**config.mk**
```make
export PLATFORM = sky130hd
export DESIGN_NAME = tlp_txresp_cntrl
export DESIGN_NICKNAME = d
export VERILOG_FILES = /design/src/design/tlp_txresp_pkg.sv /design/src/design/tlp_txresp_cntrl.sv /design/src/design/cpl_hdr_build.sv /design/src/design/payload_credit.sv /design/src/design/cpl_split_fsm.sv /design/src/design/rd_req_capture.sv
export VERILOG_INCLUDE_DIRS = /design/src /design/src/design
export SDC_FILE = /design/constraint.sdc
export NUM_CORES = 1
export LEC_CHECK = 0
export BUFFER_PORTS_ARGS = -buffer_cell sky130_fd_sc_hd__buf_2
export CAP_MARGIN = 0
export CELL_PAD_IN_SITES_DETAIL_PLACEMENT = 0
export CELL_PAD_IN_SITES_GLOBAL_PLACEMENT = 1
export CORE_MARGIN = 10
export CORE_UTILIZATION = 42
export DETAILED_ROUTE_END_ITERATION = 10
export HOLD_SLACK_MARGIN = 0.08
export PLACE_DENSITY = 0.89
export SETUP_SLACK_MARGIN = 0.15
export SYNTH_ARGS = -nofsm -noshare
export SYNTH_HDL_FRONTEND = slang
export SYNTH_SLANG_ARGS = --single-unit
```
**constraint.sdc**
```tcl
create_clock -name AvlClk_i -period 4.6 [get_ports AvlClk_i]
set_input_delay 0.23 -clock AvlClk_i [delete_from_list [all_inputs] [get_ports AvlClk_i]]
set_output_delay 0.23 -clock AvlClk_i [all_outputs]
set_load 0.005 [all_outputs]
```
**src/design/txresp_params.svh**
```systemverilog
`ifndef TXRESP_PARAMS_SVH
`define TXRESP_PARAMS_SVH

// widths of the pending-read word and the completion header
`define TXRESP_PNDG_W           57
`define TXRESP_HDR_W            99

// split limits in bytes
`define TXRESP_RCB_BYTES        128
`define TXRESP_MPS_SMALL        128
`define TXRESP_MPS_LARGE        256

// credit accounting
`define TXRESP_BEAT_BYTES       16
`define TXRESP_CREDIT_WINDOW    1024

// command FIFO fill level that stops new completions
`define TXRESP_CMD_FIFO_LIMIT   8

// completion buffer address width
`define TXRESP_CPLBUF_AW        9

// pending-read word fields
`define TXRESP_PR_TAG_HI        7
`define TXRESP_PR_TAG_LO        0
`define TXRESP_PR_ADDR_HI       14
`define TXRESP_PR_ADDR_LO       10
`define TXRESP_PR_RID_HI        31
`define TXRESP_PR_RID_LO        16
`define TXRESP_PR_DWLEN_HI      42
`define TXRESP_PR_DWLEN_LO      32
`define TXRESP_PR_FBE_HI        46
`define TXRESP_PR_FBE_LO        43
`define TXRESP_PR_ATTR_HI       48
`define TXRESP_PR_ATTR_LO       47
`define TXRESP_PR_TC_HI         51
`define TXRESP_PR_TC_LO         49
`define TXRESP_PR_LBE_HI        55
`define TXRESP_PR_LBE_LO        52

`endif
```
**src/design/tlp_txresp_pkg.sv**
```systemverilog
`include "txresp_params.svh"

package tlp_txresp_pkg;

  typedef logic [`TXRESP_PNDG_W-1:0]    pndg_rd_t;
  typedef logic [`TXRESP_HDR_W-1:0]     cpl_hdr_t;
  typedef logic [12:0]                  bcnt_t;
  typedef logic [10:0]                  dwlen_t;
  typedef logic [6:0]                   lower_addr_t;
  typedef logic [3:0]                   be_t;

  // credit counters wrap, the window compare is done modulo 2048
  typedef logic [10:0]                  credit_t;
  typedef logic [`TXRESP_CPLBUF_AW-1:0] cplbuf_addr_t;

  typedef enum logic [3:0] {
    IDLE,
    RD_FIFO,
    LD_BCNT,
    WAIT_DATA,
    WAIT_FIRST,
    WAIT_MAX,
    WAIT_LAST,
    PIPE_FIRST,
    PIPE_MAX,
    PIPE_LAST,
    SEND_FIRST,
    SEND_MAX,
    SEND_LAST,
    DONE
  } split_state_t;

endpackage

```
**src/design/tlp_txresp_cntrl.sv**
```systemverilog
`include "txresp_params.svh"

module tlp_txresp_cntrl
  import tlp_txresp_pkg::*;
(
  input  logic                         AvlClk_i,
  input  logic                         Rstn_i,
  input  logic                         pndg_fifo_empty_i,
  input  pndg_rd_t                     pndg_fifo_data_i,
  output logic                         pndg_fifo_rd_req_o,
  input  logic                         rd_data_valid_i,
  input  logic                         cmd_fifo_busy_i,
  input  logic [3:0]                   cmd_fifo_usedw_i,
  input  logic [2:0]                   mps_i,
  output cpl_hdr_t                     cpl_hdr_o,
  output logic                         cpl_wr_o,
  output logic [`TXRESP_CPLBUF_AW-1:0] cplbuf_wr_addr_o,
  output logic                         txresp_idle_o
);

  logic         ld_req;
  logic         load_bcnt;
  logic         first_cpl;
  logic         chunk_req;
  logic         chunk_sent;
  logic         req_done;
  logic         data_ready;
  dwlen_t       dwlen;
  bcnt_t        bytes_to_rcb;
  bcnt_t        be_mask_bytes;
  bcnt_t        chunk_bytes;
  bcnt_t        remain_bytes;
  bcnt_t        send_bytes;
  lower_addr_t  lower_addr;
  logic [7:0]   tag;
  logic [15:0]  requester_id;
  logic [1:0]   attr;
  logic [2:0]   tc;
  cplbuf_addr_t cplbuf_addr;

  rd_req_capture u_rd_req_capture (
    .AvlClk_i         (AvlClk_i),
    .Rstn_i           (Rstn_i),
    .ld_req_i         (ld_req),
    .first_cpl_i      (first_cpl),
    .pndg_fifo_data_i (pndg_fifo_data_i),
    .dwlen_o          (dwlen),
    .bytes_to_rcb_o   (bytes_to_rcb),
    .lower_addr_o     (lower_addr),
    .be_mask_bytes_o  (be_mask_bytes),
    .tag_o            (tag),
    .requester_id_o   (requester_id),
    .attr_o           (attr),
    .tc_o             (tc)
  );

  cpl_split_fsm u_cpl_split_fsm (
    .AvlClk_i           (AvlClk_i),
    .Rstn_i             (Rstn_i),
    .pndg_fifo_empty_i  (pndg_fifo_empty_i),
    .cmd_fifo_busy_i    (cmd_fifo_busy_i),
    .cmd_fifo_usedw_i   (cmd_fifo_usedw_i),
    .mps_i              (mps_i),
    .dwlen_i            (dwlen),
    .bytes_to_rcb_i     (bytes_to_rcb),
    .be_mask_bytes_i    (be_mask_bytes),
    .data_ready_i       (data_ready),
    .pndg_fifo_rd_req_o (pndg_fifo_rd_req_o),
    .ld_req_o           (ld_req),
    .load_bcnt_o        (load_bcnt),
    .first_cpl_o        (first_cpl),
    .chunk_req_o        (chunk_req),
    .chunk_bytes_o      (chunk_bytes),
    .chunk_sent_o       (chunk_sent),
    .req_done_o         (req_done),
    .remain_bytes_o     (remain_bytes),
    .send_bytes_o       (send_bytes),
    .cpl_wr_o           (cpl_wr_o),
    .txresp_idle_o      (txresp_idle_o)
  );

  payload_credit u_payload_credit (
    .AvlClk_i         (AvlClk_i),
    .Rstn_i           (Rstn_i),
    .rd_data_valid_i  (rd_data_valid_i),
    .chunk_req_i      (chunk_req),
    .chunk_bytes_i    (chunk_bytes),
    .chunk_sent_i     (chunk_sent),
    .req_done_i       (req_done),
    .data_ready_o     (data_ready),
    .cplbuf_wr_addr_o (cplbuf_addr)
  );

  cpl_hdr_build u_cpl_hdr_build (
    .AvlClk_i       (AvlClk_i),
    .Rstn_i         (Rstn_i),
    .load_bcnt_i    (load_bcnt),
    .first_cpl_i    (first_cpl),
    .lower_addr_i   (lower_addr),
    .send_bytes_i   (send_bytes),
    .remain_bytes_i (remain_bytes),
    .tag_i          (tag),
    .requester_id_i (requester_id),
    .attr_i         (attr),
    .tc_i           (tc),
    .cpl_hdr_o      (cpl_hdr_o)
  );

  assign cplbuf_wr_addr_o = cplbuf_addr;

endmodule

```
**src/design/cpl_hdr_build.sv**
```systemverilog
module cpl_hdr_build
  import tlp_txresp_pkg::*;
(
  input  logic        AvlClk_i,
  input  logic        Rstn_i,
  input  logic        load_bcnt_i,
  input  logic        first_cpl_i,
  input  lower_addr_t lower_addr_i,
  input  bcnt_t       send_bytes_i,
  input  bcnt_t       remain_bytes_i,
  input  logic [7:0]  tag_i,
  input  logic [15:0] requester_id_i,
  input  logic [1:0]  attr_i,
  input  logic [2:0]  tc_i,
  output cpl_hdr_t    cpl_hdr_o
);

  lower_addr_t lower_addr_q;
  logic [8:0]  dw_len;

  // only the first completion carries a non-zero lower address
  always_ff @(posedge AvlClk_i or negedge Rstn_i)
  begin
    if (!Rstn_i)
      lower_addr_q <= '0;
    else if (load_bcnt_i)
      lower_addr_q <= lower_addr_i;
    else if (!first_cpl_i)
      lower_addr_q <= '0;
  end

  assign dw_len = send_bytes_i[10:2];

  // flush and unsupported-size bits stay 0
  assign cpl_hdr_o = {3'b000,
                      attr_i,
                      dw_len,
                      tc_i,
                      remain_bytes_i[11:0],
                      1'b0,
                      1'b1,
                      4'h0,
                      32'h0,
                      1'b0,
                      requester_id_i,
                      tag_i,
                      lower_addr_q};

endmodule

```
**src/design/payload_credit.sv**
```systemverilog
`include "txresp_params.svh"

module payload_credit
  import tlp_txresp_pkg::*;
(
  input  logic         AvlClk_i,
  input  logic         Rstn_i,
  input  logic         rd_data_valid_i,
  input  logic         chunk_req_i,
  input  bcnt_t        chunk_bytes_i,
  input  logic         chunk_sent_i,
  input  logic         req_done_i,
  output logic         data_ready_o,
  output cplbuf_addr_t cplbuf_wr_addr_o
);

  credit_t limit_q;
  credit_t consumed_q;
  credit_t required_q;
  credit_t consumed_rnd;
  credit_t available;

  // bytes returned from Avalon, one beat at a time
  always_ff @(posedge AvlClk_i or negedge Rstn_i)
  begin
    if (!Rstn_i)
      limit_q <= '0;
    else if (rd_data_valid_i)
      limit_q <= limit_q + credit_t'(`TXRESP_BEAT_BYTES);
  end

  // unused tail of the last beat of a request is dropped
  assign consumed_rnd = (consumed_q + credit_t'(`TXRESP_BEAT_BYTES - 1)) &
                        ~credit_t'(`TXRESP_BEAT_BYTES - 1);

  always_ff @(posedge AvlClk_i or negedge Rstn_i)
  begin
    if (!Rstn_i)
      consumed_q <= '0;
    else if (chunk_sent_i)
      consumed_q <= consumed_q + credit_t'(chunk_bytes_i);
    else if (req_done_i)
      consumed_q <= consumed_rnd;
  end

  always_ff @(posedge AvlClk_i or negedge Rstn_i)
  begin
    if (!Rstn_i)
      required_q <= '0;
    else if (chunk_req_i)
      required_q <= consumed_q + credit_t'(chunk_bytes_i);
  end

  // a short limit wraps the difference far above the window
  assign available = limit_q - required_q;

  always_ff @(posedge AvlClk_i or negedge Rstn_i)
  begin
    if (!Rstn_i)
      data_ready_o <= 1'b0;
    else
      data_ready_o <= !chunk_req_i && (available <= credit_t'(`TXRESP_CREDIT_WINDOW));
  end

  always_ff @(posedge AvlClk_i or negedge Rstn_i)
  begin
    if (!Rstn_i)
      cplbuf_wr_addr_o <= '0;
    else if (rd_data_valid_i)
      cplbuf_wr_addr_o <= cplbuf_wr_addr_o + 1'b1;
  end

endmodule

```
**src/design/cpl_split_fsm.sv**
```systemverilog
`include "txresp_params.svh"

module cpl_split_fsm
  import tlp_txresp_pkg::*;
(
  input  logic       AvlClk_i,
  input  logic       Rstn_i,
  input  logic       pndg_fifo_empty_i,
  input  logic       cmd_fifo_busy_i,
  input  logic [3:0] cmd_fifo_usedw_i,
  input  logic [2:0] mps_i,
  input  dwlen_t     dwlen_i,
  input  bcnt_t      bytes_to_rcb_i,
  input  bcnt_t      be_mask_bytes_i,
  input  logic       data_ready_i,
  output logic       pndg_fifo_rd_req_o,
  output logic       ld_req_o,
  output logic       load_bcnt_o,
  output logic       first_cpl_o,
  output logic       chunk_req_o,
  output bcnt_t      chunk_bytes_o,
  output logic       chunk_sent_o,
  output logic       req_done_o,
  output bcnt_t      remain_bytes_o,
  output bcnt_t      send_bytes_o,
  output logic       cpl_wr_o,
  output logic       txresp_idle_o
);

  split_state_t state_q;
  split_state_t state_d;
  bcnt_t        curr_bcnt_q;
  bcnt_t        max_payload;
  bcnt_t        chunk_q;
  logic         first_q;
  logic         cmd_fifo_ok;

  assign cmd_fifo_ok = !cmd_fifo_busy_i &&
                       (cmd_fifo_usedw_i < 4'(`TXRESP_CMD_FIFO_LIMIT));

  // device control max payload size, code 0 is 128 bytes
  assign max_payload = (mps_i == 3'd0) ? bcnt_t'(`TXRESP_MPS_SMALL) :
                                         bcnt_t'(`TXRESP_MPS_LARGE);

  always_ff @(posedge AvlClk_i or negedge Rstn_i)
  begin
    if (!Rstn_i)
      state_q <= IDLE;
    else
      state_q <= state_d;
  end

  always_comb
  begin
    state_d = state_q;
    case (state_q)
      IDLE:
        if (!pndg_fifo_empty_i)
          state_d = RD_FIFO;
      RD_FIFO:
        state_d = LD_BCNT;
      LD_BCNT:
        state_d = WAIT_DATA;
      WAIT_DATA:
      begin
        if (cmd_fifo_ok)
        begin
          if (first_q)
            state_d = (curr_bcnt_q > bytes_to_rcb_i) ? WAIT_FIRST : WAIT_LAST;
          else
            state_d = (curr_bcnt_q > max_payload) ? WAIT_MAX : WAIT_LAST;
        end
      end
      WAIT_FIRST:
        state_d = PIPE_FIRST;
      WAIT_MAX:
        state_d = PIPE_MAX;
      WAIT_LAST:
        state_d = PIPE_LAST;
      PIPE_FIRST:
        if (data_ready_i && cmd_fifo_ok)
          state_d = SEND_FIRST;
      PIPE_MAX:
        if (data_ready_i && cmd_fifo_ok)
          state_d = SEND_MAX;
      PIPE_LAST:
        if (data_ready_i && cmd_fifo_ok)
          state_d = SEND_LAST;
      SEND_FIRST:
        state_d = WAIT_DATA;
      SEND_MAX:
        state_d = (curr_bcnt_q == max_payload) ? DONE : WAIT_DATA;
      SEND_LAST:
        state_d = DONE;
      DONE:
        state_d = IDLE;
      default:
        state_d = IDLE;
    endcase
  end

  // bytes of the request still to be completed
  always_ff @(posedge AvlClk_i or negedge Rstn_i)
  begin
    if (!Rstn_i)
      curr_bcnt_q <= '0;
    else if (state_q == LD_BCNT)
      curr_bcnt_q <= {dwlen_i, 2'b00};
    else if (state_q == SEND_FIRST)
      curr_bcnt_q <= curr_bcnt_q - bytes_to_rcb_i;
    else if (state_q == SEND_MAX)
      curr_bcnt_q <= curr_bcnt_q - max_payload;
    else if (state_q == SEND_LAST)
      curr_bcnt_q <= '0;
  end

  // size of the chunk picked in WAIT_DATA, held until it is sent
  always_ff @(posedge AvlClk_i or negedge Rstn_i)
  begin
    if (!Rstn_i)
      chunk_q <= '0;
    else if (state_q == WAIT_DATA)
    begin
      case (state_d)
        WAIT_FIRST: chunk_q <= bytes_to_rcb_i;
        WAIT_MAX:   chunk_q <= max_payload;
        WAIT_LAST:  chunk_q <= curr_bcnt_q;
        default:    chunk_q <= chunk_q;
      endcase
    end
  end

  always_ff @(posedge AvlClk_i or negedge Rstn_i)
  begin
    if (!Rstn_i)
      first_q <= 1'b0;
    else if (state_q == LD_BCNT)
      first_q <= 1'b1;
    else if (state_q == SEND_FIRST || state_q == DONE)
      first_q <= 1'b0;
  end

  // byte count field of the header
  always_ff @(posedge AvlClk_i or negedge Rstn_i)
  begin
    if (!Rstn_i)
      remain_bytes_o <= '0;
    else
      remain_bytes_o <= curr_bcnt_q - be_mask_bytes_i;
  end

  assign pndg_fifo_rd_req_o = (state_q == RD_FIFO);
  assign ld_req_o           = (state_q == RD_FIFO);
  assign load_bcnt_o        = (state_q == LD_BCNT);
  assign first_cpl_o        = load_bcnt_o | first_q;

  assign chunk_req_o   = (state_q == WAIT_FIRST) || (state_q == WAIT_MAX) ||
                         (state_q == WAIT_LAST);
  assign cpl_wr_o      = (state_q == SEND_FIRST) || (state_q == SEND_MAX) ||
                         (state_q == SEND_LAST);
  assign chunk_sent_o  = cpl_wr_o;
  assign chunk_bytes_o = chunk_q;
  assign send_bytes_o  = cpl_wr_o ? chunk_q : '0;
  assign req_done_o    = (state_q == DONE);

  assign txresp_idle_o = (state_q == IDLE) && pndg_fifo_empty_i;

endmodule

```
**src/design/rd_req_capture.sv**
```systemverilog
`include "txresp_params.svh"

module rd_req_capture
  import tlp_txresp_pkg::*;
(
  input  logic        AvlClk_i,
  input  logic        Rstn_i,
  input  logic        ld_req_i,
  input  logic        first_cpl_i,
  input  pndg_rd_t    pndg_fifo_data_i,
  output dwlen_t      dwlen_o,
  output bcnt_t       bytes_to_rcb_o,
  output lower_addr_t lower_addr_o,
  output bcnt_t       be_mask_bytes_o,
  output logic [7:0]  tag_o,
  output logic [15:0] requester_id_o,
  output logic [1:0]  attr_o,
  output logic [2:0]  tc_o
);

  logic [4:0] addr_q;
  be_t        fbe_q;
  be_t        lbe_q;
  logic [1:0] fbe_ofs;
  bcnt_t      fbe_mask;
  bcnt_t      lbe_mask;

  always_ff @(posedge AvlClk_i or negedge Rstn_i)
  begin
    if (!Rstn_i)
    begin
      dwlen_o <= '0;
      addr_q  <= '0;
      fbe_q   <= '0;
      lbe_q   <= '0;
    end
    else if (ld_req_i)
    begin
      dwlen_o <= pndg_fifo_data_i[`TXRESP_PR_DWLEN_HI:`TXRESP_PR_DWLEN_LO];
      addr_q  <= pndg_fifo_data_i[`TXRESP_PR_ADDR_HI:`TXRESP_PR_ADDR_LO];
      fbe_q   <= pndg_fifo_data_i[`TXRESP_PR_FBE_HI:`TXRESP_PR_FBE_LO];
      lbe_q   <= pndg_fifo_data_i[`TXRESP_PR_LBE_HI:`TXRESP_PR_LBE_LO];
    end
  end

  // header-only fields
  always_ff @(posedge AvlClk_i)
  begin
    if (ld_req_i)
    begin
      tag_o          <= pndg_fifo_data_i[`TXRESP_PR_TAG_HI:`TXRESP_PR_TAG_LO];
      requester_id_o <= pndg_fifo_data_i[`TXRESP_PR_RID_HI:`TXRESP_PR_RID_LO];
      attr_o         <= pndg_fifo_data_i[`TXRESP_PR_ATTR_HI:`TXRESP_PR_ATTR_LO];
      tc_o           <= pndg_fifo_data_i[`TXRESP_PR_TC_HI:`TXRESP_PR_TC_LO];
    end
  end

  // distance from the dword-aligned start to the next 128-byte boundary
  assign bytes_to_rcb_o = bcnt_t'(`TXRESP_RCB_BYTES) - bcnt_t'({addr_q, 2'b00});

  // byte offset of the lowest enabled byte in the first dword
  always_comb
  begin
    if (fbe_q[0])
      fbe_ofs = 2'd0;
    else if (fbe_q[1])
      fbe_ofs = 2'd1;
    else if (fbe_q[2])
      fbe_ofs = 2'd2;
    else
      fbe_ofs = 2'd3;
  end

  // zero-length read reports lower address 0
  assign lower_addr_o = (fbe_q == 4'b0000) ? '0 : {addr_q, fbe_ofs};

  // disabled bytes at the head, counted only for the first completion
  always_comb
  begin
    fbe_mask = '0;
    if (first_cpl_i)
    begin
      case (fbe_q)
        4'b0001, 4'b0010, 4'b0100, 4'b1000: fbe_mask = 13'd3;
        4'b0011, 4'b0110, 4'b1100:          fbe_mask = 13'd2;
        4'b0111, 4'b1110:                   fbe_mask = 13'd1;
        default:                            fbe_mask = '0;
      endcase
    end
  end

  // disabled bytes at the tail
  always_comb
  begin
    case (lbe_q)
      4'b0111: lbe_mask = 13'd1;
      4'b0011: lbe_mask = 13'd2;
      4'b0001: lbe_mask = 13'd3;
      default: lbe_mask = '0;
    endcase
  end

  assign be_mask_bytes_o = fbe_mask + lbe_mask;

endmodule

```
==> impl_results.md <==
* Seq/Total Area, Yosys at 48.0%
* Yosys top cell by area: dfrtp_1
* Met3 routed WL at 698 um
* Predominant post-synthesis flop cell: dfrtp_1
* Max Used Layer: met4
* #FFs+latches synth at 137
* Status: finished clean
* Number of enable flip-flop cells after synthesis at 29
* DR vias at 5585
* Worst Path Arrival at 3920 ps
* Syn Area/Cell at 10.9 um^2
* Minimum clock period at 3590 ps
* CTS Sinks at 137
* TritonRoute pass-1 iters at 4
* MaxCap Viol Count at 0
* Clk slew on worst S/H paths at 60 ps
* TritonCTS buffer count at 17
* WL/cell at 16.6 um
* Vias/cell at 5.03
* Root Driver: clkbuf_16
* DRC viols at 0
* Core area at 17400 um^2
* CP Class: reg2reg
* Maximum root-to-sink buffer count at 2
* Nets@finish at 974
* Fin Hold WS at 170 ps
* Largest net degree at the start of global routing at 80
* Overflow left after global routing at 0
* I/O Pins at 180
* Complex-gate fraction of the synthesized area at 13.8%
* Peak Freq at 279 MHz
* Metal2 WL at 9440 um
* Fill cells at 1531
* Worst VDD drop at 0.000485 V
* Most frequent cells in the layout: buf_2, dfrtp_1, dlygate4sd3_1, nand2_1, o21ai_0
* Initial antenna violation count at 2
* Setup crit end kind: register
* Slowest-stage cell, CP: or3_1
* Synthesized area at 7450 um^2
* Commonest non-fill, non-tap cell in the layout: buf_2
* Number of buffers added on ports at 130
* Antenna-violating nets left at 0
* Library cells used by synthesis at 83
* Layout cells sized above 1 at 24.3%
* # resized after CTS at 0
* Post-synthesis cell count at 685
* GP Congestion at 0.843
* Unrepaired setup endpoints after global routing: no
* Routed wire length at 18500 um
* Clock latency at the later pin of the worst-skew pair at 410 ps
* Pwr dens at 732 nW/um^2
* Fin area at 9310 um^2
* CP most frequent cell: ha_1
* Seq. cell area at 3570 um^2
* Final period utilization at 77.9%
* CP Launch Type: register
* Rel. slew slack at 32.5%
* Die area at 23500 um^2
* Post-DP HPWL at 13200 um
* Async S/R FF share, synth at 78.8%
* Yosys top cell area share at 36.3%
* Largest cells by area after synthesis: dfrtp_1, edfxtp_1, ha_1, buf_4, mux2_2
* Hold crit path type: in2reg
* Required @ worst endpoint at 4940 ps
* Fin Setup TNS at 0 ps
* Worst-margin pin slew at 1010 ps
* Die X at 153 um
* Initial core utilization at 42.9%
* Worst-path cell chain: inv_1 > ha_1 > nor2b_1 > a211oi_1 > a21oi_1 > nor2_1 > ha_1 > inv_1 > ha_1 > a21oi_1 > nor3b_1 > nand2b_1 > or2_1 > or3_1 > nor3_1 > xor2_1
* CTS tree: done
* Post-Synth Adder-Cell Area at 6.49%
* H-tree Lvls at 4
* Post-Synth XOR/XNOR Area at 5.93%
* Fin. Hold Viols at 0
* Multi-input gate area at 3430 um^2
* Worst path max stage delay at 390 ps
* WL met1 at 8000 um
* First-pass GRT wire length at 30400 um
* Detailed router's first-iteration violation count at 282
* GRT Total Usage at 15.7%
* Worst-path fanout max at 5
* Max-slew violation count at 0
* Rows at 48
* Syn-to-layout area delta at 25.1%
* Die Height at 153 um
* Placed inst area at 8130 um^2
* Post-Route Skew at 8.19 ps
* Mux share of post-synthesis cell area at 3.90%
* Vias in the first global route at 5822
* Final setup fails at 0
* Simple-Gate Fraction of Synth Area at 13.9%
* Synth Warn # at 0
* Largest family of logic cells by synthesized area: simple AND/OR/NAND/NOR gates
* Leak Pwr at 4.21 nW
final cells by class:
class	instances	area share, %
sequential	137	38.4
multi-input combinational	488	36.9
timing repair buffer	192	13.5
clock buffer	20	4.69
tap	225	3.02
clock inverter	12	2.15
inverter	33	1.33
antenna	3	0.0806
state kept, by name, summed over array words and instances, names as in the netlist, 7 cells and up:
signal                             cells
u_cpl_hdr_build.lower_addr_q           7
u_payload_credit.cplbuf_wr_addr_o      9
u_cpl_split_fsm.curr_bcnt_q           11
u_rd_req_capture.requester_id_o       16
u_rd_req_capture.tag_o                 8
u_payload_credit.consumed_q           11
u_cpl_split_fsm.chunk_bytes_o         10
u_payload_credit.required_q           11
u_cpl_split_fsm.remain_bytes_o        12
u_rd_req_capture.dwlen_o              11
u_payload_credit.limit_q               7
cell usage after synthesis, types with 4 or more instances:
library cell and number:
nor2b_1 10, nor3_1 17, ha_1 33, xnor2_1 25, nand2_1 49, or3_1 5, o21ai_0 43, nor3b_1 7
mux2_2 24, buf_4 42, clkbuf_1 14, a22o_1 6, a21oi_1 21, edfxtp_1 29, inv_1 33, nand3_1 19
nand4b_1 4, a211oi_1 4, a221o_1 8, a31oi_1 5, nand2b_1 4, nand4_1 5, or2_2 4, and2_1 13
nor2_1 38, xor2_1 21, dfrtp_1 108
path summary, 6_finish.rpt:
kind | depth (start not counted) | end | slack, ps | start
worst max-delay path | 16 | u_cpl_split_fsm.remain_bytes_o[11] | 1010 | u_rd_req_capture.fbe_q[1]
max in group asynchronous | 3 | u_rd_req_capture.lbe_q[3] | 3090 | Rstn_i
worst min register to register | 1 | u_payload_credit.cplbuf_wr_addr_o[8] | 460 | u_payload_credit.cplbuf_wr_addr_o[8]
worst min-delay path | 2 | u_payload_credit.limit_q[4] | 170 | rd_data_valid_i
worst max register to register | 16 | u_cpl_split_fsm.remain_bytes_o[11] | 1010 | u_rd_req_capture.fbe_q[1]
min in group asynchronous | 2 | u_payload_credit.consumed_q[10] | 550 | Rstn_i
logic make-up after synthesis:
| logic type | after synthesis |
|---|---|
| and+or+nand+nor | 195 |
| muxes | 26 |
| DFF | 137 |
| other | 2 |
| adders and majority gates | 37 |
| xor gates and xnor gates | 48 |
| buffers and inverters | 100 |
| AOI/OAI and AO/OA | 140 |
per-layer routing:
metal,up-vias,global-route usage (%)
met3,20,4.18
met1,2707,18.8
met5,-,0
met2,117,26.6
li1,2741,-
met4,0,5.31
per-stage QoR:
| stage | cells | util, % | worst slack [ps] | total power, W |
|---|---|---|---|---|
| finish | 1110 | 53.6 | 1010 | 0.00682 |
| global route | 1109 | 53.6 | 657 | 0.00737 |
| CTS | 1107 | 53.6 | 982 | 0.00687 |
| detailed placement | 1021 | 46.8 | 1020 | 0.00531 |
| global placement | 1021 | 46.8 | 1120 | 0.00523 |
| floorplan | 725 | - | 701 | 0.00447 |
worst max-delay path, delay by kind of cell (launching register included):
family	cells	cell delay, ps
AND/OR/NAND/NOR	7	1660
AO/OA/AOI/OAI	3	510
adder cells (fa/ha/maj)	3	700
flip-flops	1	350
buffers and inverters	2	130
XOR/XNOR	1	160
power breakdown:
group	leakage [nW]	internal [W]	total, W	switching (W)
combinational	2.32	0.00140	0.00309	0.00168
sequential	1.60	0.00180	0.00226	0.000462
clock	0.302	0.000961	0.00147	0.000508
total	4.21	0.00416	0.00682	0.00265
what timing repair did:
item / CTS / global route
endpoints found under the hold margin: 131 / 0
hold buffers: 54 / 0
setup buffers: 0 / 0
No activity file was read; power rests on OpenSTA's default activity.
